--- config.mk ---
export PLATFORM = sky130hd
export DESIGN_NAME = pcs_scramble_top
export DESIGN_NICKNAME = d
export VERILOG_FILES = /design/src/verilog/pcs_pkg.sv /design/src/verilog/block_encoder.sv /design/src/verilog/descrambler_64.sv /design/src/verilog/pcs_scramble_top.sv /design/src/verilog/pcs_tx_ctrl.sv /design/src/verilog/scrambler_64.sv
export VERILOG_INCLUDE_DIRS = /design/src /design/src/verilog
export SDC_FILE = /design/constraint.sdc
export NUM_CORES = 1
export LEC_CHECK = 0
export BUFFER_PORTS_ARGS = -buffer_cell sky130_fd_sc_hd__buf_2
export CAP_MARGIN = 20
export CORE_UTILIZATION = 55
export DETAILED_ROUTE_END_ITERATION = 10
export PLACE_DENSITY = 0.82
export REMOVE_ABC_BUFFERS = 1
export SYNTH_ARGS = -nofsm -noshare
export SYNTH_HDL_FRONTEND = slang
export SYNTH_SLANG_ARGS = --single-unit
--- constraint.sdc ---
create_clock -name clk -period 3.7 [get_ports clk]
set_input_delay 0.185 -clock clk [delete_from_list [all_inputs] [get_ports clk]]
set_output_delay 0.185 -clock clk [all_outputs]
set_load 0.02 [all_outputs]
--- src/verilog/pcs_cfg.svh ---
// widths, scrambler taps and 64b/66b code constants shared by package and RTL
// single lane only; tap B also sets the scrambler history length
`ifndef PCS_CFG_SVH
`define PCS_CFG_SVH

// block geometry
`define PCS_DATA_W      64
`define PCS_SYNC_W      2
`define PCS_CTL_W       8

// scrambler polynomial 1 + x^39 + x^58
`define PCS_SCR_TAP_A   39
`define PCS_SCR_TAP_B   58
`define PCS_SCR_SEED    58'h3FF_FFFF_FFFF_FFFF

// sync headers and control codes
`define PCS_SYNC_DATA   2'b01
`define PCS_SYNC_CTRL   2'b10
`define PCS_IDLE_CHAR   8'h07
`define PCS_TYPE_CTRL   8'h1E
`define PCS_CODE_ERR    7'h1E

`endif

--- src/verilog/pcs_pkg.sv ---
// types for the 64b/66b scrambling path; widths come from the cfg header
`default_nettype none

`include "pcs_cfg.svh"

package pcs_pkg;

    // 64-bit payload or xgmii data word
    typedef logic [`PCS_DATA_W-1:0] pcs_data_t;

    // 2-bit sync header, bypasses the scrambler
    typedef logic [`PCS_SYNC_W-1:0] pcs_sync_t;

    // one control flag per data byte
    typedef logic [`PCS_CTL_W-1:0] pcs_ctl_t;

    // block type byte of a control block
    typedef logic [7:0] pcs_btype_t;

    // scrambler history, newest bit at index 0
    typedef logic [`PCS_SCR_TAP_B-1:0] pcs_scr_state_t;

    // blocks held in the two transmit stages
    typedef enum logic [1:0] {
        EMPTY,
        HALF,
        FULL
    } pipe_state_e;

endpackage

`default_nettype wire

--- src/verilog/block_encoder.sv ---
// data, idle and error blocks only; start, terminate and ordered sets
// fall into the error block
`timescale 1ns/1ns
`default_nettype none

`include "pcs_cfg.svh"

module block_encoder
    import pcs_pkg::*;
(
    input  var logic      clk,
    input  var logic      rst,
    input  var logic      stage_en_enc,
    input  var pcs_data_t tx_data,
    input  var pcs_ctl_t  tx_ctl,
    output var pcs_sync_t enc_sync,
    output var pcs_data_t enc_payload
);

    localparam int BYTE_W = `PCS_DATA_W / `PCS_CTL_W;

    logic       is_data;
    logic       all_ctl;
    logic       all_idle_chars;
    pcs_sync_t  sync_c;
    pcs_data_t  payload_c;

    // ------------------------------------------------------------
    // classify the xgmii word
    // ------------------------------------------------------------
    assign is_data = (tx_ctl == '0);
    assign all_ctl = &tx_ctl;

    // every lane carries the idle character
    always_comb begin
        all_idle_chars = 1'b1;
        for (int b = 0; b < `PCS_CTL_W; b++) begin
            if (tx_data[b*BYTE_W +: BYTE_W] != `PCS_IDLE_CHAR) begin
                all_idle_chars = 1'b0;
            end
        end
    end

    // ------------------------------------------------------------
    // build sync header and payload
    // ------------------------------------------------------------
    always_comb begin
        if (is_data) begin
            sync_c    = `PCS_SYNC_DATA;
            payload_c = tx_data;
        end else if (all_ctl && all_idle_chars) begin
            // type byte low, eight idle codes of zero above
            sync_c    = `PCS_SYNC_CTRL;
            payload_c = {{(`PCS_DATA_W-8){1'b0}}, `PCS_TYPE_CTRL};
        end else begin
            // anything else becomes eight error codes
            sync_c    = `PCS_SYNC_CTRL;
            payload_c = {{`PCS_CTL_W{`PCS_CODE_ERR}}, `PCS_TYPE_CTRL};
        end
    end

    // ------------------------------------------------------------
    // stage 1 register
    // ------------------------------------------------------------
    // header cleared to the invalid 2'b00 until the first block
    always_ff @(posedge clk) begin
        if (rst) begin
            enc_sync <= '0;
        end else if (stage_en_enc) begin
            enc_sync <= sync_c;
        end
    end

    always_ff @(posedge clk) begin
        if (stage_en_enc) begin
            enc_payload <= payload_c;
        end
    end

endmodule

`default_nettype wire

--- src/verilog/descrambler_64.sv ---
// self-synchronous descrambler for 1 + x^39 + x^58, no back-pressure
// a wrong seed flushes out after 58 received bits
`timescale 1ns/1ns
`default_nettype none

`include "pcs_cfg.svh"

module descrambler_64
    import pcs_pkg::*;
(
    input  var logic      clk,
    input  var logic      rst,
    input  var logic      rx_valid,
    input  var pcs_sync_t rx_sync,
    input  var pcs_data_t rx_payload,
    output var logic      dsc_valid,
    output var pcs_sync_t dsc_sync,
    output var pcs_data_t dsc_payload
);

    pcs_scr_state_t dsc_state;
    pcs_scr_state_t dsc_state_next;
    pcs_data_t      plain_payload;

    // same taps as the scrambler, history from received bits
    always_comb begin
        pcs_scr_state_t hist;
        hist = dsc_state;
        for (int i = 0; i < `PCS_DATA_W; i++) begin
            plain_payload[i] = rx_payload[i]
                             ^ hist[`PCS_SCR_TAP_A-1]
                             ^ hist[`PCS_SCR_TAP_B-1];
            hist = {hist[`PCS_SCR_TAP_B-2:0], rx_payload[i]};
        end
        dsc_state_next = hist;
    end

    // ------------------------------------------------------------
    // output register, one cycle after rx_valid
    // ------------------------------------------------------------
    always_ff @(posedge clk) begin
        if (rst) begin
            dsc_valid <= 1'b0;
            dsc_state <= `PCS_SCR_SEED;
        end else begin
            dsc_valid <= rx_valid;
            if (rx_valid) begin
                dsc_state <= dsc_state_next;
            end
        end
    end

    always_ff @(posedge clk) begin
        if (rx_valid) begin
            dsc_sync    <= rx_sync;
            dsc_payload <= plain_payload;
        end
    end

endmodule

`default_nettype wire

--- src/verilog/pcs_scramble_top.sv ---
// one-lane 64b/66b encode and scramble path with a separate descrambler
// tx latency 2 cycles plus stalls, rx latency 1 cycle
`timescale 1ns/1ns
`default_nettype none

`include "pcs_cfg.svh"

module pcs_scramble_top
    import pcs_pkg::*;
(
    input  var logic      clk,
    input  var logic      rst,

    // xgmii-like input, valid/ready
    input  var logic      tx_valid,
    input  var pcs_data_t tx_data,
    input  var pcs_ctl_t  tx_ctl,
    output var logic      tx_ready,

    // scrambled 66-bit blocks, valid/ready
    input  var logic      out_ready,
    output var logic      out_valid,
    output var pcs_sync_t out_sync,
    output var pcs_data_t out_payload,

    // receive blocks, valid only
    input  var logic      rx_valid,
    input  var pcs_sync_t rx_sync,
    input  var pcs_data_t rx_payload,
    output var logic      dsc_valid,
    output var pcs_sync_t dsc_sync,
    output var pcs_data_t dsc_payload
);

    logic      stage_en_enc;
    logic      stage_en_scr;
    pcs_sync_t enc_sync;
    pcs_data_t enc_payload;

    // ------------------------------------------------------------
    // transmit path
    // ------------------------------------------------------------
    // handshakes decided here only
    pcs_tx_ctrl i_tx_ctrl (
        .clk          (clk),
        .rst          (rst),
        .tx_valid     (tx_valid),
        .out_ready    (out_ready),
        .tx_ready     (tx_ready),
        .stage_en_enc (stage_en_enc),
        .stage_en_scr (stage_en_scr),
        .out_valid    (out_valid)
    );

    // stage 1
    block_encoder i_encoder (
        .clk          (clk),
        .rst          (rst),
        .stage_en_enc (stage_en_enc),
        .tx_data      (tx_data),
        .tx_ctl       (tx_ctl),
        .enc_sync     (enc_sync),
        .enc_payload  (enc_payload)
    );

    // stage 2, drives the output block
    scrambler_64 i_scrambler (
        .clk          (clk),
        .rst          (rst),
        .stage_en_scr (stage_en_scr),
        .enc_sync     (enc_sync),
        .enc_payload  (enc_payload),
        .out_sync     (out_sync),
        .out_payload  (out_payload)
    );

    // ------------------------------------------------------------
    // receive path
    // ------------------------------------------------------------
    descrambler_64 i_descrambler (
        .clk          (clk),
        .rst          (rst),
        .rx_valid     (rx_valid),
        .rx_sync      (rx_sync),
        .rx_payload   (rx_payload),
        .dsc_valid    (dsc_valid),
        .dsc_sync     (dsc_sync),
        .dsc_payload  (dsc_payload)
    );

endmodule

`default_nettype wire

--- src/verilog/pcs_tx_ctrl.sv ---
// valid/ready control for the encoder and scrambler stages
// out_ready reaches tx_ready combinationally
`timescale 1ns/1ns
`default_nettype none

`include "pcs_cfg.svh"

module pcs_tx_ctrl
    import pcs_pkg::*;
(
    input  var logic clk,
    input  var logic rst,
    input  var logic tx_valid,
    input  var logic out_ready,
    output var logic tx_ready,
    output var logic stage_en_enc,
    output var logic stage_en_scr,
    output var logic out_valid
);

    pipe_state_e state;
    pipe_state_e state_next;
    // in HALF, tells which stage holds the lone block
    logic blk_in_s2;
    logic s1_full;
    logic s2_full;
    logic s1_next;
    logic s2_next;
    logic s2_free;

    // ------------------------------------------------------------
    // stage occupancy decoded from state
    // ------------------------------------------------------------
    assign s1_full = (state == FULL) || ((state == HALF) && !blk_in_s2);
    assign s2_full = (state == FULL) || ((state == HALF) && blk_in_s2);

    // stage 2 is empty or handing its block out this cycle
    assign s2_free = !s2_full || out_ready;

    // stage 1 moves on whenever stage 2 can take it
    assign stage_en_scr = s1_full && s2_free;

    // room in stage 1 if empty or draining
    assign tx_ready     = !s1_full || stage_en_scr;
    assign stage_en_enc = tx_valid && tx_ready;

    assign out_valid = s2_full;

    // occupancy after this edge
    assign s1_next = stage_en_enc || (s1_full && !stage_en_scr);
    assign s2_next = stage_en_scr || (s2_full && !out_ready);

    always_comb begin
        unique case ({s1_next, s2_next})
            2'b00:   state_next = EMPTY;
            2'b11:   state_next = FULL;
            default: state_next = HALF;
        endcase
    end

    // ------------------------------------------------------------
    // state registers
    // ------------------------------------------------------------
    always_ff @(posedge clk) begin
        if (rst) begin
            state     <= EMPTY;
            blk_in_s2 <= 1'b0;
        end else begin
            state     <= state_next;
            // only meaningful in HALF
            blk_in_s2 <= s2_next;
        end
    end

endmodule

`default_nettype wire

--- src/verilog/scrambler_64.sv ---
// self-synchronous 1 + x^39 + x^58 scrambler, 64 bits per cycle
// history advances only on stage_en_scr; sync header is not scrambled
`timescale 1ns/1ns
`default_nettype none

`include "pcs_cfg.svh"

module scrambler_64
    import pcs_pkg::*;
(
    input  var logic      clk,
    input  var logic      rst,
    input  var logic      stage_en_scr,
    input  var pcs_sync_t enc_sync,
    input  var pcs_data_t enc_payload,
    output var pcs_sync_t out_sync,
    output var pcs_data_t out_payload
);

    pcs_scr_state_t scr_state;
    pcs_scr_state_t scr_state_next;
    pcs_data_t      scr_payload;

    // ------------------------------------------------------------
    // unrolled scrambler, bit 0 goes first
    // ------------------------------------------------------------
    always_comb begin
        pcs_scr_state_t hist;
        hist = scr_state;
        for (int i = 0; i < `PCS_DATA_W; i++) begin
            scr_payload[i] = enc_payload[i]
                           ^ hist[`PCS_SCR_TAP_A-1]
                           ^ hist[`PCS_SCR_TAP_B-1];
            // history is built from scrambled bits
            hist = {hist[`PCS_SCR_TAP_B-2:0], scr_payload[i]};
        end
        scr_state_next = hist;
    end

    // ------------------------------------------------------------
    // stage 2 registers
    // ------------------------------------------------------------
    always_ff @(posedge clk) begin
        if (rst) begin
            scr_state <= `PCS_SCR_SEED;
            out_sync  <= '0;
        end else if (stage_en_scr) begin
            scr_state <= scr_state_next;
            // header rides along, one stage behind the encoder
            out_sync  <= enc_sync;
        end
    end

    // payload holds under back-pressure
    always_ff @(posedge clk) begin
        if (stage_en_scr) begin
            out_payload <= scr_payload;
        end
    end

endmodule

`default_nettype wire
==> flow_metrics.env <==
export IMPL_status="finished clean"
export IMPL_hold_buffers=117
export IMPL_syn_cell_area_um2=13600
export IMPL_yosys_warnings=0
export IMPL_rsz0062_at_grt="false"
export IMPL_ys_types=41
export IMPL_period_needed_ps=2670
export IMPL_drtAntennaViolNets=0
export IMPL_ys_flop_type="edfxtp_1"
export IMPL_max_slew_margin_pct=32.6
export IMPL_synthArstFlopShare_pct=0
export IMPL_ctsResizeCount=0
export IMPL_cpPeakStageDelay_ps=610
export IMPL_synth_edff_count=194
export IMPL_hold_violations=0
export IMPL_io_buffers=277
export IMPL_end_kind="register"
export IMPL_antenna_found_initial=1
export IMPL_rows=57
export IMPL_layout_nets=1566
export IMPL_cp_cell_sequence="dlygate4sd3_1 -> buf_2 -> or4_1 -> or4_4 -> nor4_4 -> buf_4 -> a21oi_1"
export IMPL_vdd_drop_max_uv=401
export IMPL_die_width_um=159
export IMPL_clockBufferDepth=3
export IMPL_synth_top_area_share_pct=43.0
export IMPL_fin_ws_ps=1030
export IMPL_drc=0
export IMPL_synth_cells=1038
export IMPL_drt_vias_per_instance=5.40
export IMPL_r2r_cells=4
export IMPL_wl_um=34800
export IMPL_tightest_slew_ps=1010
export IMPL_place_hpwl_um=21200
export IMPL_ys_seq_area_share_pct=61.3
export IMPL_cp_start_kind="input port"
export IMPL_cts_setup_buffers=0
export IMPL_h_tree_depth=1
export IMPL_layout_drive_gt1_share_pct=27.4
export IMPL_crit_path_top_delay_cell="or4_1"
export IMPL_fill_cells=1544
export IMPL_critPathArrivalTime_ps=2950
export IMPL_synth_most_common_cell="xnor2_1"
export IMPL_crit_type="input port to register"
export IMPL_synth_area_leaders="edfxtp_1, dfxtp_1, xnor2_1"
export IMPL_placed_cells=1595
export IMPL_fin_cells=1771
export IMPL_clk_latency_ps=550
export IMPL_grt_pass1_wl_um=53000
export IMPL_post_route_cell_area_um2=17500
export IMPL_yosys_top_cells_count="xnor2_1, edfxtp_1, dfxtp_1"
export IMPL_synth_avg_cell_area_um2=13.1
export IMPL_area_delta_synth_final_pct=29.3
export IMPL_clock_sinks=318
export IMPL_drtPass1Iterations=6
export IMPL_place_gp_congestion=0.885
export IMPL_grt_usage_pct=27.1
export IMPL_fmax_mhz=374
export IMPL_num_vias=9558
export IMPL_design_die_area_um2=25300
export IMPL_min_path_type="input port to register"
export IMPL_hold_depth=3
export IMPL_cap_viol_max_count=0
export IMPL_finalSetupViolCount=0
export IMPL_core_um2=24200
export IMPL_path_max_fanout=32
export IMPL_post_dp_cell_area_um2=15200
export IMPL_drv_slew=0
export IMPL_overflow=0
export IMPL_drtIter0Drc=748
export IMPL_synth_top_cell_by_area="edfxtp_1"
export IMPL_fin_worst_skew_ps=15.6
export IMPL_grt_max_degree=131
export IMPL_cts_root_buf="clkbuf_16"
export IMPL_cts_buffers=31
export IMPL_cellLeakagePower_nw=6.76
export IMPL_post_place_ws_ps=1120
export IMPL_path_clk_slew_ps=60
export IMPL_cp_data_required_time_ps=3980
export IMPL_ios=278
export IMPL_die_h_um=159
export IMPL_start_util_pct=55.9
export IMPL_cts_tree="done"
export IMPL_powerDensity_nw_per_um2=583
export IMPL_finalCritPeriodShare_pct=72.2
export IMPL_ys_ff_latch=318
export IMPL_wl_per_cell_um=19.7
export IMPL_grt_pass1_vias=9556
logic make-up (layout without fill, tap and decap cells):
group | Yosys count | after routing | share of synthesized area [%]
xor+xnor | 250 | 250 | 16.8
buf+inv | 61 | 469 | 1.86
flops | 318 | 318 | 61.3
fa+ha+maj | 1 | 1 | 0.0923
compound gates | 148 | 148 | 9.04
simple gates | 259 | 259 | 10.9
other cells | 0 | 1 | 0
mux | 1 | 1 | 0.0739
cells in the final DEF, fill, tap and decap left out, types with 2 or more instances in the layout:
cell | Yosys | routed
buf_4 | 0 | 8
nand4b_1 | 4 | 4
nor4b_1 | 3 | 3
buf_2 | 0 | 275
or4_1 | 3 | 3
nand2b_1 | 2 | 2
edfxtp_1 | 194 | 194
and2_1 | 33 | 33
nor4bb_1 | 5 | 5
nor4_1 | 3 | 3
dlygate4sd3_1 | 0 | 117
nand4_1 | 2 | 2
inv_1 | 7 | 6
nor2_1 | 40 | 40
buf_12 | 0 | 2
nand3b_1 | 27 | 27
a21o_1 | 2 | 2
bufinv_16 | 0 | 2
clkinvlp_4 | 0 | 2
a211o_1 | 70 | 70
a21oi_2 | 30 | 30
xor2_1 | 6 | 6
dfxtp_1 | 124 | 124
xnor2_1 | 238 | 238
a21oi_1 | 24 | 24
nand2_1 | 61 | 61
a21bo_2 | 19 | 19
clkbuf_16 | 0 | 32
clkinv_2 | 0 | 4
or3_1 | 4 | 4
clkbuf_8 | 0 | 11
clkbuf_1 | 45 | 6
xnor3_1 | 6 | 6
nor2b_1 | 64 | 64
power breakdown:
| group | leakage [nW] | internal (mW) | switching (mW) |
|---|---|---|---|
| logic | 3.44 | 0.991 | 1.31 |
| registers | 2.80 | 4.38 | 0.273 |
| clock network | 0.525 | 1.94 | 1.33 |
worst max-delay path: cells and delay by family:
| family | cells | cell delay (ps) |
|---|---|---|
| AO/OA/AOI/OAI | 1 | 150 |
| buffers and inverters | 3 | 1210 |
| AND/OR/NAND/NOR | 3 | 1370 |
per-layer routing:
metal / wire, um / GRT usage, % / up-vias
li1: - / - / 4379
met1: 13100 / 33.1 / 4526
met2: 17500 / 48.3 / 559
met3: 3090 / 5.08 / 94
met4: 1150 / 9.05 / 0
met5: 0 / 0 / -
metrics by stage:
| stage | TNS [ps] | utilization, % | hold slack [ps] | total power [mW] |
|---|---|---|---|---|
| after global routing | 0 | 72.3 | 20.9 | 10.6 |
| after floorplan | -191440 | - | 254 | 6.14 |
| after CTS | 0 | 72.1 | 0.312 | 10.2 |
| final | 0 | 72.3 | 30.7 | 10.2 |
| after global placement | 0 | 62.9 | 362 | 6.83 |
| after detailed placement | 0 | 62.9 | 364 | 6.89 |
sequential cells by signal, summed over array words and instances, names as in the netlist:
signal                     count
i_descrambler.dsc_sync         2
i_encoder.enc_sync             2
i_descrambler.dsc_payload     64
i_encoder.enc_payload         64
i_scrambler.scr_state         58
i_descrambler.dsc_state       58
i_tx_ctrl.blk_in_s2            1
i_scrambler.out_payload       64
i_tx_ctrl.state                2
i_scrambler.out_sync           2
i_descrambler.dsc_valid        1
layout make-up:
type                       count  area (um2)  share of cell area, %
antenna                        1        2.50                 0.0143
sequential                   318        8310                   47.4
multi-input combinational    659        5020                   28.6
clock buffer                  49         975                   5.56
clock inverter                 8        95.1                  0.543
tap                          324         405                   2.31
inverter                       8        32.5                  0.186
timing repair buffer         404        2690                   15.3
path summary, 6_finish.rpt:
path                            from                          end  slack (ps)
max reg2reg       i_tx_ctrl.state[1]  i_scrambler.out_payload[15]        1690
min                      tx_data[59]    i_encoder.enc_payload[59]          30
max                      tx_data[28]    i_encoder.enc_payload[10]        1030
min reg2reg  i_scrambler.out_sync[1]      i_scrambler.out_sync[1]         470
Power figures use the tool's default switching activity.
